`config.mk`:
```
export PLATFORM = sky130hd
export DESIGN_NAME = wordFifo
export DESIGN_NICKNAME = d
export VERILOG_FILES = /design/src/hw/memPkg.sv /design/src/hw/mbusPkg.sv /design/src/hw/wordFifo.sv
export VERILOG_INCLUDE_DIRS = /design/src /design/src/hw
export SDC_FILE = /design/constraint.sdc
export NUM_CORES = 1
export LEC_CHECK = 0
export BUFFER_PORTS_ARGS = -buffer_cell sky130_fd_sc_hd__buf_2
export CAP_MARGIN = 15
export CELL_PAD_IN_SITES_DETAIL_PLACEMENT = 2
export CELL_PAD_IN_SITES_GLOBAL_PLACEMENT = 2
export CORE_UTILIZATION = 48
export DETAILED_ROUTE_END_ITERATION = 10
export PLACE_DENSITY = 0.92
export RECOVER_POWER = 100
export SLEW_MARGIN = 25
export SYNTH_ARGS = -nofsm -noshare
export SYNTH_HDL_FRONTEND = slang
export SYNTH_SLANG_ARGS = --single-unit
export TNS_END_PERCENT = 100
```
`constraint.sdc`:
```
create_clock -name clk -period 5.15 [get_ports clk]
set_input_delay 0.515 -clock clk [delete_from_list [all_inputs] [get_ports clk]]
set_output_delay 0.515 -clock clk [all_outputs]
set_load 0.005 [all_outputs]
```
`src/hw/mb20_defs.svh`:
```
/* Sizing macros for the MB20 core memory model. Include this header wherever
   the core array, the address, a quadword or the word FIFO is sized */
`ifndef MB20_DEFS_SVH
`define MB20_DEFS_SVH

// Core array depth in words (small for simulation)
`define MB20_MEMWORDS 1024

// Word address width matching bus address bits 14..35
`define MB20_ADDRBITS 22

// Words moved by one quadword read cycle
`define MB20_QUADWORDS 4

// Word FIFO entries between the sequencer and the bus driver
`define MB20_FIFODEPTH 4

`endif
```
`src/hw/memPkg.sv`:
```
/* Memory-side types of the MB20 model: the 36-bit word and the word address
   with its linear and quadword views. Imported by every block that touches memory */
`include "mb20_defs.svh"

package memPkg;

  // PDP-10 bit numbering where bit 0 is the MSB
  typedef logic [0:35] W36;

  localparam int AddrLo = 36 - `MB20_ADDRBITS;       // First bus address bit (14)
  localparam int OffBits = $clog2(`MB20_QUADWORDS);  // Bits of word offset
  localparam int OffLo = 36 - OffBits;               // First offset bit (34)

  // Quadword view of an address
  typedef struct packed {
    logic [AddrLo:OffLo-1] base;  // Quadword base
    logic [OffLo:35] offset;      // Word within the quadword
  } tQuadAddr;

  // One address word read two ways
  // The write port and the array index use it as a linear address
  // The sequencer steps the offset inside the quadword view
  typedef union packed {
    logic [AddrLo:35] linear;
    tQuadAddr quad;
  } tMemAddr;

endpackage

```
`src/hw/mbusPkg.sv`:
```
/* Bus-side structs of the MB20 model that pass from the start port through the
   sequencer, the word FIFO and the bus driver */
`include "mb20_defs.svh"

package mbusPkg;

  import memPkg::*;

  // Bit k asks for the word at (start offset + k) mod quadword size
  typedef logic [0:`MB20_QUADWORDS-1] tReqMask;

  // Start cycle request as sampled on the start pulse
  typedef struct packed {
    tMemAddr addr;     // First word address of the cycle
    tReqMask reqMask;  // Words to return
  } tMbusStart;

  // One read word on its way to the bus (the FIFO entry)
  typedef struct packed {
    W36 data;       // Word read from the core array
    tMemAddr addr;  // Where it came from
  } tMbusWord;

endpackage

```
`src/hw/wordFifo.sv`:
```
/* Word FIFO between the MB20 sequencer and the bus driver. A circular buffer
   with a count that takes a push and a pop in the same cycle */
`timescale 1ns/1ps
`include "mb20_defs.svh"

module wordFifo
  import mbusPkg::*;
(
  input  bit       clk,
  input  bit       reset,
  input  bit       push,
  input  tMbusWord pushWord,
  input  bit       pop,
  output tMbusWord popWord,
  output bit       full,
  output bit       empty
);

  localparam int Depth = `MB20_FIFODEPTH;
  localparam int PtrBits = $clog2(Depth);
  localparam int CntBits = $clog2(Depth + 1);

  tMbusWord slots [Depth];    // Entry storage
  logic [PtrBits-1:0] wrPtr;  // Next slot to fill
  logic [PtrBits-1:0] rdPtr;  // Head of the queue
  logic [CntBits-1:0] count;  // Entries held
  bit doPush;
  bit doPop;

  assign full = (count == CntBits'(Depth));
  assign empty = (count == '0);

  // Ignore requests the buffer cannot honour
  assign doPush = push && !full;
  assign doPop = pop && !empty;

  // Head comes straight out of the storage flops
  // No combinational path from pushWord to popWord
  assign popWord = slots[rdPtr];

  always_ff @(posedge clk) begin
    if (reset) begin
      wrPtr <= '0;
      rdPtr <= '0;
      count <= '0;
    end else begin
      if (doPush) begin
        wrPtr <= (wrPtr == PtrBits'(Depth - 1)) ? '0 : wrPtr + 1'b1;
      end
      if (doPop) begin
        rdPtr <= (rdPtr == PtrBits'(Depth - 1)) ? '0 : rdPtr + 1'b1;
      end
      case ({doPush, doPop})
        2'b10:   count <= count + 1'b1;
        2'b01:   count <= count - 1'b1;
        default: count <= count;  // Both or neither
      endcase
    end
  end

  // Storage write
  always_ff @(posedge clk) begin
    if (doPush) begin
      slots[wrPtr] <= pushWord;
    end
  end

endmodule

```
==> metrics <==
chip width=~140 microns; hold crit path type=primary input to flop; critical path class=flop to flop; post-CTS sizing=0; Syn Area/Cell=24.8 sq um; initial antenna violation count=1; final cell count without fillers=743; drt first pass iters=5; Root Driver=clkbuf_16; placed cell area=0.00970 sq mm; Hold-fix buffers, CTS=0; synthesized instance count=between 300 and 400; NetSw=1400 uW; grt ovf=0; via count=4,376; row count=49; routed wire length=25.1 mm; Slew HR=-0.229; cts bufs inserted=25; pwr dens=502 mW/mm^2; share of cells above drive strength 1=0.212; routability cong.=0.666; post-CTS setup buffer count=0; Synth Net Count=426; Reg power frac=0.491; synthesized flop and latch total=241; Clock Pin Slew Worst Setup and Hold Paths=roughly 0.060 ns; port buffer count=121; DRC=0; Chip Height=approximately 140 microns; DRT iter0 DRCs=roughly 430; failing checks=max-capacitance violations, max-slew violations; critical path's top delay family=simple AND/OR/NAND/NOR gates; final net count=between 500 and 600; Cell Chain, Critical Path=or3b_1 > and3_1 > clkbuf_1; final setup violation count=0; Seq/Total Area, Yosys=0.806; Yosys cell types=27; skew final=0.0213 ns; CP max-delay cell=clkbuf_1; period utilization=0.775; antenna violation net count after detailed routing=0; Synth Warn #=0; Leak=0.00323 uW; combinational fraction of design power=0.168; IO Count=122; clock tree from TritonCTS=yes; Clock Latency Late Sink=0.53 ns; RSZ-0062 raised after global routing=false; post-placement cell count=698; largest net degree at the start of global routing=42; fin crit period=between 3 and 4 ns; Net Sw Frac=0.270; TNS Setup=0 ns; CP endpoint kind=flop; Ant. Diodes=0; worst-margin pin slew=1.84 ns; max_cap viols=7; vias in the first global route=between 4,000 and 5,000; required time worst endpoint=5.27 ns; synthesized area=about 0.0089 sq mm; All-Layer GR Usage=0.274; clk sinks=~240; Setup crit start kind=flop; CTS max path bufs=3; Max Transition Viols Final=~230; vias per cell=between 5 and 6; status=complete, but fails checks; Starting Density=0.492; crit path max fanout=31; Min Hold Slack=0.254 ns; CP arrival=between 4 and 5 ns; Int Pwr=3780 uW; fillers=about 1,500; WL per Instance=33.8 microns; H-Tree Depth=1; Max Clock Freq=250 MHz; Power Total=5180 uW; CP bufs+invs=1; Post-DP HPWL=15.0 mm; IR drop worst, VDD=346 uV; Core Area=0.0180 sq mm; clock share of power=0.342; Area Growth Syn to Fin=16.4%; die area=0.0190 sq mm; max incr delay on CP=roughly 1.4 ns; Final Hold Viols=0; fin area=0.0103 sq mm; first-pass GRT wire length=~35 mm
==> synth_stat cells <==
cell / instances / area (sq um)
buf_6: 5 / 56.3
buf_4: 3 / 22.5
or3b_1: 1 / 8.76
nor3_1: 2 / 10.0
inv_1: 8 / 30.0
o31ai_2: 1 / 12.5
mux2i_1: 1 / 10.0
and3_2: 4 / 30.0
a21oi_1: 4 / 20.0
and2_4: 1 / 8.76
edfxtp_1: 232 / 6970
xor2_1: 2 / 17.5
or3_1: 1 / 6.26
clkbuf_1: 1 / 3.75
a21o_1: 1 / 7.51
buf_1: 3 / 11.3
buf_2: 3 / 15.0
dfxtp_1: 9 / 180
o21ai_0: 1 / 5.00
mux4_2: 58 / 1310
nand2_1: 1 / 3.75
fa_1: 1 / 20.0
or3_2: 1 / 7.51
ha_1: 6 / 75.1
o31ai_1: 1 / 7.51
nor2_1: 4 / 15.0
nand3_1: 2 / 10.0
==> flip-flops by register name, summed over array words and instances, names as in the netlist, named ones only <==
signal and flops:
count 3, wrPtr 2, rdPtr 2, slots 232
==> metal layers <==
| layer | track usage | wire (microns) | vias to the layer above | part of all wire |
|---|---|---|---|---|
| met2 | 0.452 | 12400 | 210 | 0.49 |
| li1 | - | - | 1793 | - |
| met5 | 0 | 9 | - | 0.00036 |
| met4 | 0.0574 | 415 | 2 | 0.017 |
| met1 | 0.386 | 10400 | 2337 | 0.41 |
| met3 | 0.0486 | 1910 | 34 | 0.076 |
==> per-stage QoR <==
step           utilization  setup WS, ns
2_1_floorplan            -          2.80
3_3_place_gp         0.538          2.45
3_5_place_dp         0.538          2.33
4_1_cts              0.581          1.82
5_1_grt              0.572         0.847
6_report             0.572          1.16
==> power groups by stage <==
| stage | logic [uW] | clock network (uW) | registers [uW] |
|---|---|---|---|
| 6_report | 869 | 1770 | 2540 |
| 5_1_grt | 944 | 1860 | 2570 |
| 4_1_cts | 933 | 1800 | 2540 |
| 3_5_place_dp | 909 | 0 | 2570 |
| 3_3_place_gp | 832 | 0 | 2530 |
| 2_1_floorplan | 620 | 0 | 2430 |
==> worst paths after layout <==
path / from / slack [ns] / to / cells past startpoint
worst max-delay path: count[0]$_SDFFE_PP0P_ / 1.16 / slots[0][50]$_DFFE_PP_ / 3
worst min-delay path: pushWord[47] / 0.25 / slots[3][47]$_DFFE_PP_ / 1
worst min register to register: rdPtr[0]$_SDFFE_PP0P_ / 0.56 / flop / 2
worst max register to register: count[0]$_SDFFE_PP0P_ / 1.16 / slots[0][50]$_DFFE_PP_ / 3
==> cell families (layout without fill, tap and decap cells) <==
family / count (synthesis) / count (layout) / share of synthesized area
DFF: 241 / 241 / 0.806
muxes: 59 / 59 / 0.148
buffers and inverters: 23 / 180 / 0.0157
and+or+nand+nor: 17 / 17 / 0.0113
AOI/OAI and AO/OA: 8 / 8 / 0.00593
adders and majority gates: 7 / 7 / 0.0107
xor gates and xnor gates: 2 / 2 / 0.00198
==> final cells by class <==
type / instances / area [sq um] / area share
Sequential cell: 241 / 7150 / 0.693
Multi-Input combinational cell: 93 / 1570 / 0.153
Clock buffer: 32 / 652 / 0.0632
Timing Repair Buffer: 127 / 503 / 0.0488
Tap cell: 229 / 287 / 0.0278
Clock inverter: 13 / 120 / 0.0116
Inverter: 8 / 30.0 / 0.00291
==> placed cells by master (no fill, tap or decap), types with 6 or more instances in the layout <==
cell,Yosys,final
edfxtp_1,232,232
clkbuf_1,1,119
mux4_2,58,58
clkbuf_16,0,25
buf_2,3,12
inv_1,8,8
dfxtp_1,9,7
ha_1,6,6
clkinv_1,0,6
(Power assumes the default switching activity.)
