[src/hw/mb20_defs.svh]
/* Sizing macros for the MB20 core memory model. Include this header wherever
   the core array, the address, a quadword or the word FIFO is sized */
`ifndef MB20_DEFS_SVH
`define MB20_DEFS_SVH

// Core array depth in words (small for simulation)
`define MB20_MEMWORDS 1024

// Word address width matching bus address bits 14..35
`define MB20_ADDRBITS 22

// Words moved by one quadword read cycle
`define MB20_QUADWORDS 4

// Word FIFO entries between the sequencer and the bus driver
`define MB20_FIFODEPTH 4

`endif
[src/hw/memPkg.sv]
/* Memory-side types of the MB20 model: the 36-bit word and the word address
   with its linear and quadword views. Imported by every block that touches memory */
`include "mb20_defs.svh"

package memPkg;

  // PDP-10 bit numbering where bit 0 is the MSB
  typedef logic [0:35] W36;

  localparam int AddrLo = 36 - `MB20_ADDRBITS;       // First bus address bit (14)
  localparam int OffBits = $clog2(`MB20_QUADWORDS);  // Bits of word offset
  localparam int OffLo = 36 - OffBits;               // First offset bit (34)

  // Quadword view of an address
  typedef struct packed {
    logic [AddrLo:OffLo-1] base;  // Quadword base
    logic [OffLo:35] offset;      // Word within the quadword
  } tQuadAddr;

  // One address word read two ways
  // The write port and the array index use it as a linear address
  // The sequencer steps the offset inside the quadword view
  typedef union packed {
    logic [AddrLo:35] linear;
    tQuadAddr quad;
  } tMemAddr;

endpackage

[src/hw/mbusPkg.sv]
/* Bus-side structs of the MB20 model that pass from the start port through the
   sequencer, the word FIFO and the bus driver */
`include "mb20_defs.svh"

package mbusPkg;

  import memPkg::*;

  // Bit k asks for the word at (start offset + k) mod quadword size
  typedef logic [0:`MB20_QUADWORDS-1] tReqMask;

  // Start cycle request as sampled on the start pulse
  typedef struct packed {
    tMemAddr addr;     // First word address of the cycle
    tReqMask reqMask;  // Words to return
  } tMbusStart;

  // One read word on its way to the bus (the FIFO entry)
  typedef struct packed {
    W36 data;       // Word read from the core array
    tMemAddr addr;  // Where it came from
  } tMbusWord;

endpackage

[src/hw/mbusDriver.sv]
/* Bus driver of the MB20 model. Pops read words from the FIFO and presents each
   on the bus data lines for one cycle with validIn and odd parity */
`timescale 1ns/1ps

module mbusDriver
  import memPkg::*, mbusPkg::*;
(
  input  bit       clk,
  input  bit       reset,
  input  bit       empty,    // FIFO holds nothing
  input  bit       busHold,  // Bus back-pressure level
  input  tMbusWord popWord,  // FIFO head
  output bit       pop,
  output W36       dIn,      // Bus data lines
  output bit       parIn,    // Odd parity of dIn
  output bit       validIn   // Strobe marking a word on dIn
);

  // Take the head whenever the bus will accept a new word
  assign pop = !empty && !busHold;

  // Output register one cycle behind the pop
  always_ff @(posedge clk) begin
    if (reset) begin
      validIn <= 1'b0;
      dIn <= '0;
    end else begin
      validIn <= pop;
      dIn <= pop ? popWord.data : '0;  // Lines idle at zero between words
    end
  end

  // Odd parity over whatever is on the lines (idle zero gives 1)
  assign parIn = ~^dIn;

endmodule

[config.mk]
export PLATFORM = sky130hd
export DESIGN_NAME = mbusDriver
export DESIGN_NICKNAME = d
export VERILOG_FILES = /design/src/hw/memPkg.sv /design/src/hw/mbusPkg.sv /design/src/hw/mbusDriver.sv
export VERILOG_INCLUDE_DIRS = /design/src /design/src/hw
export SDC_FILE = /design/constraint.sdc
export NUM_CORES = 1
export LEC_CHECK = 0
export ABC_AREA = 1
export ABC_CLOCK_PERIOD_IN_PS = 1570
export BUFFER_PORTS_ARGS = -buffer_cell sky130_fd_sc_hd__buf_2
export CAP_MARGIN = 15
export CORE_ASPECT_RATIO = 0.75
export CORE_MARGIN = 2
export CORE_UTILIZATION = 30
export DETAILED_ROUTE_END_ITERATION = 8
export PLACE_DENSITY = 0.61
export RECOVER_POWER = 25
export SETUP_SLACK_MARGIN = 0.15
export SLEW_MARGIN = 0
export SYNTH_ARGS = -nofsm -noshare
export SYNTH_HDL_FRONTEND = slang
export SYNTH_SLANG_ARGS = --single-unit
[constraint.sdc]
create_clock -name clk -period 1.57 [get_ports clk]
set_clock_uncertainty 0.1 [all_clocks]
set_input_delay 0.0785 -clock clk [delete_from_list [all_inputs] [get_ports clk]]
set_output_delay 0.0785 -clock clk [all_outputs]
set_load 0.05 [all_outputs]
==> run summary, run 1 <==
The run gives 13.45% as the total track usage. For the finished layout, the period the worst path requires is 1890 ps. The synthesized design contains 37 register bits.

Setup repair after global routing could not meet its margin everywhere. In this run, CTS created clock tree buffers numbering 5. The setup violation total in the final timing report was 1.

The initial antenna violation count is 0. The simple-gate portion of the synthesized area came out at 38.61%. For this design the top-level I/O count stands at 101. Entering global routing, the biggest net connects 37 pins. The portion of synthesized area spent on multiplexers is 0%. The synthesized netlist devotes 0% of its cell area to adder and majority cells. The overall via count from detail_route was 1,950; the netlist area before placement was 1824 um2. For the max-capacitance violation count, the log shows 0. The critical path start-end classification is reg2out. The first detailed-routing pass ran for 4 iterations.

STA puts the critical path data arrival time at 1710 ps. The die span in x came out at 94.05 um. The final layout contains routed wiring with a total length of 4525 um. The critical path endpoint category was an output pin.

After synthesis, the largest family of logic cells by area is simple AND/OR/NAND/NOR gates. The repair_antennas step left the layout with diodes totalling 0. The count of port buffers added during placement is 78, and the routed length on met1 is 1978 um.

Walking the worst path, the cells encountered are nor2_2, nor2_4, nand2_1, nand2_1, nand2_1, nand2_1, nand2_2, nand3_2, nand2_1, nand2_1, nand2_2, clkinvlp_4, buf_8. The tools report the floorplan die area as 6727 um2. Measured against its own limit, the worst slew margin works out to 59.63%. For the leftover overflow at the end of global routing, the log shows 0. The run gives 0 as the number of warnings printed during yosys synthesis.

The data required time of the worst path is 1390 ps, and the core footprint is 5856 um2. At the pin with the least slew margin, the transition time is 608.1 ps. The clock net sink count is 37, and the final antenna-violating net count is 0.

The hold violation count in the final report is 0. Number of post-CTS setup repair buffers: 0. The checks that failed: setup timing. The count of unresolved DRC violations after routing came out at 0. The clock passes through at most 2 buffers. The number of inserted filler cells in the final layout was 569; the number of global-route vias before repair was 1,765. The maximum level of the CTS H-tree was 2. The cell sitting at the root of the clock tree is a clkbuf_8. After detailed placement, the design holds a cell count of 443. The initial utilization of the core area, before any placement, comes to 31.15%.

Relative to the synthesized area, the layout overhead comes to 64.33%. The floorplan has 24 rows. The half-perimeter wire length after detailed placement was 3009 um.

After detailed routing, the average wire length per cell comes to 9.254 um. The number of pins with negative max-slew slack in the final report was 0. The synthesized netlist devotes 0% of its cell area to compound gates. The worst setup margin is -319.9 ps, and the number of standard cells after synthesis is 290. Sequential cells were found to cover 40.60% of the synthesized design area. For this design the static power due to leakage is 1.638 nW. Share of cells above drive strength 1: 38.69%.

The post-synthesis xor/xnor area fraction works out to 7.202%. The flow ran to the end, but the final reports show violations. The share of the clock period used by the worst path after layout was 120.4%. Using the TritonRoute via totals, the vias-per-cell ratio works out to 3.988. Clock-pin slew was measured on the worst setup and hold paths at 70 ps.

The first global-routing pass estimated 7217 um of wire. Summed over all nets, wire length on met2 after detailed routing comes to 2269 um. The cell that appears most often on the critical path is nand2_1.

Counting distinct cell types in the post-synthesis netlist gives 13. In this run the worst path has a maximum fanout of 4. The power density normalized to cell area works out to 740.6 nW/um2.

The logs give 489 for the final cell count without fillers and 352 for the total nets after synthesis. For this design, the slowest cell found on the critical path is dfxtp_4. The run gives 30 as the first-iteration detailed-routing DRC count. Class of the tightest hold or removal check: in2reg. Worst supply voltage drop on vdd: 0.0003198 V.

The uppermost layer routed was met4. For the total power consumption of the routed design, the log shows 2.220 mW. Routability-driven placement finished with a final weighted congestion of 0.6935.

TritonCTS built the clock tree. Peak per-stage delay on the critical path: 370 ps. After detailed routing, the met3 layer carries 218 um of wire. Averaged over all synthesized cells, the footprint is 6.291 um2. Measured along the y axis, the die boundary spans 71.53 um. The startpoint kind of the worst setup timing path is a flop. The net total in the final layout came out at 472. The run gives 529.1 MHz as the maximum operating frequency.
-- logic make-up after synthesis --
| family | Yosys count |
|---|---|
| simple gates | 173 |
| buf+inv | 65 |
| flops | 37 |
| xor+xnor | 15 |
-- final cells by class --
class                           count  area, um2  area share [%]
Clock buffer                        8      90.09           3.005
Inverter                           62      244.0           8.139
Multi-Input combinational cell    188      942.2           31.43
Sequential cell                    37      865.8           28.88
Tap cell                           78      97.59           3.255
Timing Repair Buffer              116      758.2           25.29
-- cell usage in the layout (no fill, tap or decap) --
cell,count
buf_2,59
buf_8,1
clkbuf_1,20
clkbuf_8,6
clkinvlp_4,1
dfxtp_1,1
dfxtp_2,4
dfxtp_4,32
dlygate4sd3_1,38
inv_1,47
inv_2,11
inv_4,3
nand2_1,97
nand2_2,30
nand2_4,1
nand3_1,1
nand3_2,4
nor2_1,37
nor2_2,1
nor2_4,1
nor3_4,1
xnor2_1,7
xnor2_2,3
xor2_1,4
xor2_2,1
-- per-layer routing --
layer,up-vias,GRT usage (%)
met3,7,4.416
met1,847,16.19
li1,1059,-
met2,37,23.33
met4,0,3.382
met5,-,0
-- final timing paths --
path,startpoint,cells after the start,to
hold / removal,busHold,4,dIn[5]
setup / recovery,dIn[25],13,parIn
-- what timing repair did --
item                                    in CTS  in global routing
endpoints found under the setup margin       1                 38
pin swaps                                    4                 21
hold endpoints to repair                    37                  0
hold buffers                                38                  0
gates resized for setup                      6                 27
-- per-stage QoR --
| step | setup TNS, ps | hold WS, ps | worst slack [ps] | instance area (um2) | utilization, % |
|---|---|---|---|---|---|
| 3_3_place_gp | -66.01 | 156.5 | -66.01 | 2444 | 41.73 |
| 5_1_grt | -482.0 | 303.1 | -482.0 | 2998 | 51.20 |
| 4_1_cts | -314.2 | 372.7 | -314.2 | 2940 | 50.21 |
| 3_5_place_dp | -109.2 | 167.2 | -109.2 | 2444 | 41.73 |
| 2_1_floorplan | 0 | 71.93 | 4.570 | 1971 | - |
| 6_report | -319.9 | 264.3 | -319.9 | 2998 | 51.20 |
-- synth_stat cells (all sizes together) --
cell type  count  area, um2
inv           62      232.7
dfxtp         37      740.7
nor2          39      153.9
nand2        128      505.5
nor3           1      5.000
nand3          5      40.04
buf            3      15.01
xor2           5      43.79
xnor2         10      87.58
-- registers in the layout, summed over array words and instances (netlist names) --
| register | count |
|---|---|
| validIn | 1 |
| dIn | 36 |
-- critical path, delay by kind of cell (launching register included) --
family	cells	cell delay, ps
flops	1	370
buf+inv	2	240
simple gates	11	830
-- where the power goes --
part           switching (mW)  internal, mW  leakage, nW
clock                   0.323         0.358       0.0455
combinational           0.347         0.241         1.27
sequential             0.0258         0.926        0.327
total                   0.696          1.52         1.64
(Power assumes the default switching activity.)
==> run 2: changes to the inputs <==
--- a/config.mk
+++ b/config.mk
@@ -17,6 +17,7 @@
 export PLACE_DENSITY = 0.61
 export RECOVER_POWER = 25
 export SETUP_SLACK_MARGIN = 0.15
+export SKIP_CTS_REPAIR_TIMING = 1
 export SLEW_MARGIN = 0
 export SYNTH_ARGS = -nofsm -noshare
 export SYNTH_HDL_FRONTEND = slang
==> run 2 against run 1 <==
- the flow still finishes with violations (setup timing)
- sequential cell count did not move
- cell count fell by 0.20%
- power fell by 0.43%
- non-clock buffer count fell by 1
- first-iteration DRC count fell by 30%
- sequential power barely moved
- combinational power fell by 1%
- design area fell by 0.38%
- via count fell by 1.1%
- critical path depth did not move
- clock power barely moved
- sequential share of layout area rose by 0.11 points
- critical endpoint unchanged
==> run summary, run 2 (synthesis gave the netlist of run 1 again) <==
The flow ran to the end, but the final reports show violations. The final reports fail on setup timing. Buffer depth of the longest clock path: 2 (unchanged). Initial core utilization: 31.15% (unchanged). Core footprint: 5856 um2 (unchanged).

The setup violation total in the final timing report was 1 (unchanged). Global-route wire length before repair: 6168 um (-15%). TritonCTS built the clock tree. The row count is 24 (unchanged).

The net total in the final layout was 471 (-0.21%). For the final cell utilization of the core, the log shows 51.00% (-0.19 points). The number of CTS-inserted buffers was 5 (unchanged); the cell leakage power was 1.684 nW (+2.8%). The share of the clock period used by the worst path after layout came out at 120.7% (+0.36 points). The tools report the number of search-and-repair iterations in the first detailed-routing pass as 4 (unchanged). Leaving out fill and tap cells, the most frequent cells in the layout are nand2_1, buf_2, inv_1. The sum of routed wire length over all layers is 4420 um (-2.3%). End point of the critical path: parIn. The half-perimeter wire length after detailed placement came out at 3009 um (unchanged). The logs give 20.18% (-39 points) for the worst-case headroom to the max-slew limit and 1390 ps (about the same) for the data required time of the worst path. The run gives 1720 ps (about the same) as the arrival time of data at the critical path endpoint.

The clock net sink count is 37 (unchanged), and the cell depth of the worst min-delay path is 3 (-1). The die span in x was 94.05 um (unchanged); the final hold slack was 416.4 ps (+152.1 ps). The tools report the worst setup margin as -325.6 ps (-5.689 ps). The run gives 0.6935 (unchanged) as the final RePlAce weighted congestion. The register with the most flip-flops in the final layout is dIn.

The class of the tightest hold or removal check was in2reg. The hold violation count in the final report was 0 (unchanged). The largest registers in the layout are dIn: 36 flops, validIn: 1 flops.

Final non-filler cell area: 2987 um2 (-0.38%). The critical path start-end classification was reg2out. The first-iteration detailed-routing DRC count is 21 (-30%), and the floorplan die area is 6727 um2 (unchanged). The startpoint kind of the worst setup timing path was a flop. The per-cell routed wire length works out to 9.057 um (-2.1%). For the number of inserted filler cells in the final layout, the log shows 560 (-1.6%).

The tools report the maximum operating frequency as 527.5 MHz (-0.30%). The share of cells above drive strength 1 is 41.95% (+3.3 points), and the total power consumption of the routed design is 2.211 mW (-0.43%). The clock slew at the register clock pins of the worst setup and hold paths is 70 ps (about the same), and the clock period minus final worst setup slack is 1896 ps (+5.689 ps). The leftover overflow at the end of global routing came out at 0 (unchanged). The worst slack at placement was -109.2 ps (unchanged); the slew at the pin closest to its max-slew limit was 1196 ps (+587.8 ps).

The critical path endpoint category was an output pin. The tools report the max-capacitance violation count as 0 (unchanged). The height of the die was 71.53 um (unchanged). The cell at the root of the clock tree was clkbuf_8.

The final antenna-violating net count was 0 (unchanged); the antenna diode count was 0 (unchanged). Leaving out fill and tap cells, the most frequent cell in the layout is nand2_1. The tools report the area after detailed placement as 2444 um2 (unchanged). The initial antenna violation count is 0 (unchanged), and the I/O pin count is 101 (unchanged).

Setup repair after global routing could not meet its margin everywhere. The run gives 0 (unchanged) as the count of unresolved DRC violations after routing. The number of flip-flops under the largest register name is 36 (unchanged). The count of port buffers added during placement was 78 (unchanged).

The number of global-route vias before repair was 1,518 (-14%); the worst supply voltage drop on vdd was 0.0003643 V (+14%). Tracing the worst setup path back leads to its startpoint at dIn[24]. The maximum number of pins on one net before global-route repair is 37 (unchanged), and the per-cell via count in the routed design is 3.953 (-0.87%). The power density normalized to cell area came out at 740.2 nW/um2 (about the same). The run gives 2 (unchanged) as the maximum level of the CTS H-tree. The total track usage was 11.49% (-2.0 points).

For the overall via count from detail_route, the log shows 1,929 (-1.1%). From synthesis to final layout, the design area changed by 63.72%. For the number of pins with negative max-slew slack in the final report, the log shows 0 (unchanged). The largest fanout on the critical path came out at 4 (unchanged).
==> run 2: cell types whose count changed in the layout (fill, tap and decap cells not counted) <==
| cell | previous run | this run |
|---|---|---|
| inv_1 | 47 | 48 |
| nor3_1 | 0 | 1 |
| dlygate4sd3_1 | 38 | 37 |
| buf_2 | 59 | 75 |
| clkbuf_1 | 20 | 4 |
| nand2_4 | 1 | 0 |
| nand2_1 | 97 | 98 |
| inv_4 | 3 | 2 |
| nor3_4 | 1 | 0 |
==> run 2: area by class of cell <==
| cell class | instances | area (um2) | share of cell area (%) |
|---|---|---|---|
| Multi-Input combinational cell | 188 | 923.4 | 30.92 |
| Inverter | 62 | 241.5 | 8.085 |
| Sequential cell | 37 | 865.8 | 28.99 |
| Clock buffer | 8 | 90.09 | 3.016 |
| Tap cell | 78 | 97.59 | 3.268 |
| Timing Repair Buffer | 115 | 768.2 | 25.72 |
==> run 2: worst min path at each step <==
stage | to | startpoint | slack, ps
after detailed placement | validIn | reset | 170
after global placement | validIn | reset | 160
after global routing | validIn | reset | 420
final | validIn | reset | 420
after CTS | validIn | reset | -140
after floorplan | validIn | reset | 70
==> run 2: worst max-delay path, stage by stage, from the launching register on <==
cell        delay (ps)
dfxtp_4            360
nand2_2             80
inv_2               40
nor2_4             120
nand2_2             80
nand3_2             80
nand2_2             60
nand2_1             80
nand3_2             80
nand2_1             70
nand2_1             60
nand2_2             80
clkinvlp_4          90
buf_8              150
==> run 2: report_power, final <==
group	switching, mW	internal [mW]
Combinational	0.342	0.240
Sequential	0.0251	0.926
Clock	0.319	0.358
==> run 2: per-stage QoR <==
stage | std cells | setup TNS, ps
after detailed placement | 443 | -109.2
after floorplan | 290 | 0
after CTS | 451 | -434.1
after global placement | 443 | -66.01
final | 488 | -325.6
after global routing | 488 | -458.0
==> run 2: routing by layer <==
layer	vias to the layer above	global-route usage, %	share of wire [%]	wire, um
met5	-	0	0	0
met4	0	3.382	0.86	38
met3	5	4.732	5.0	219
met2	35	18.10	50	2204
met1	832	14.54	44	1958
li1	1057	-	-	-
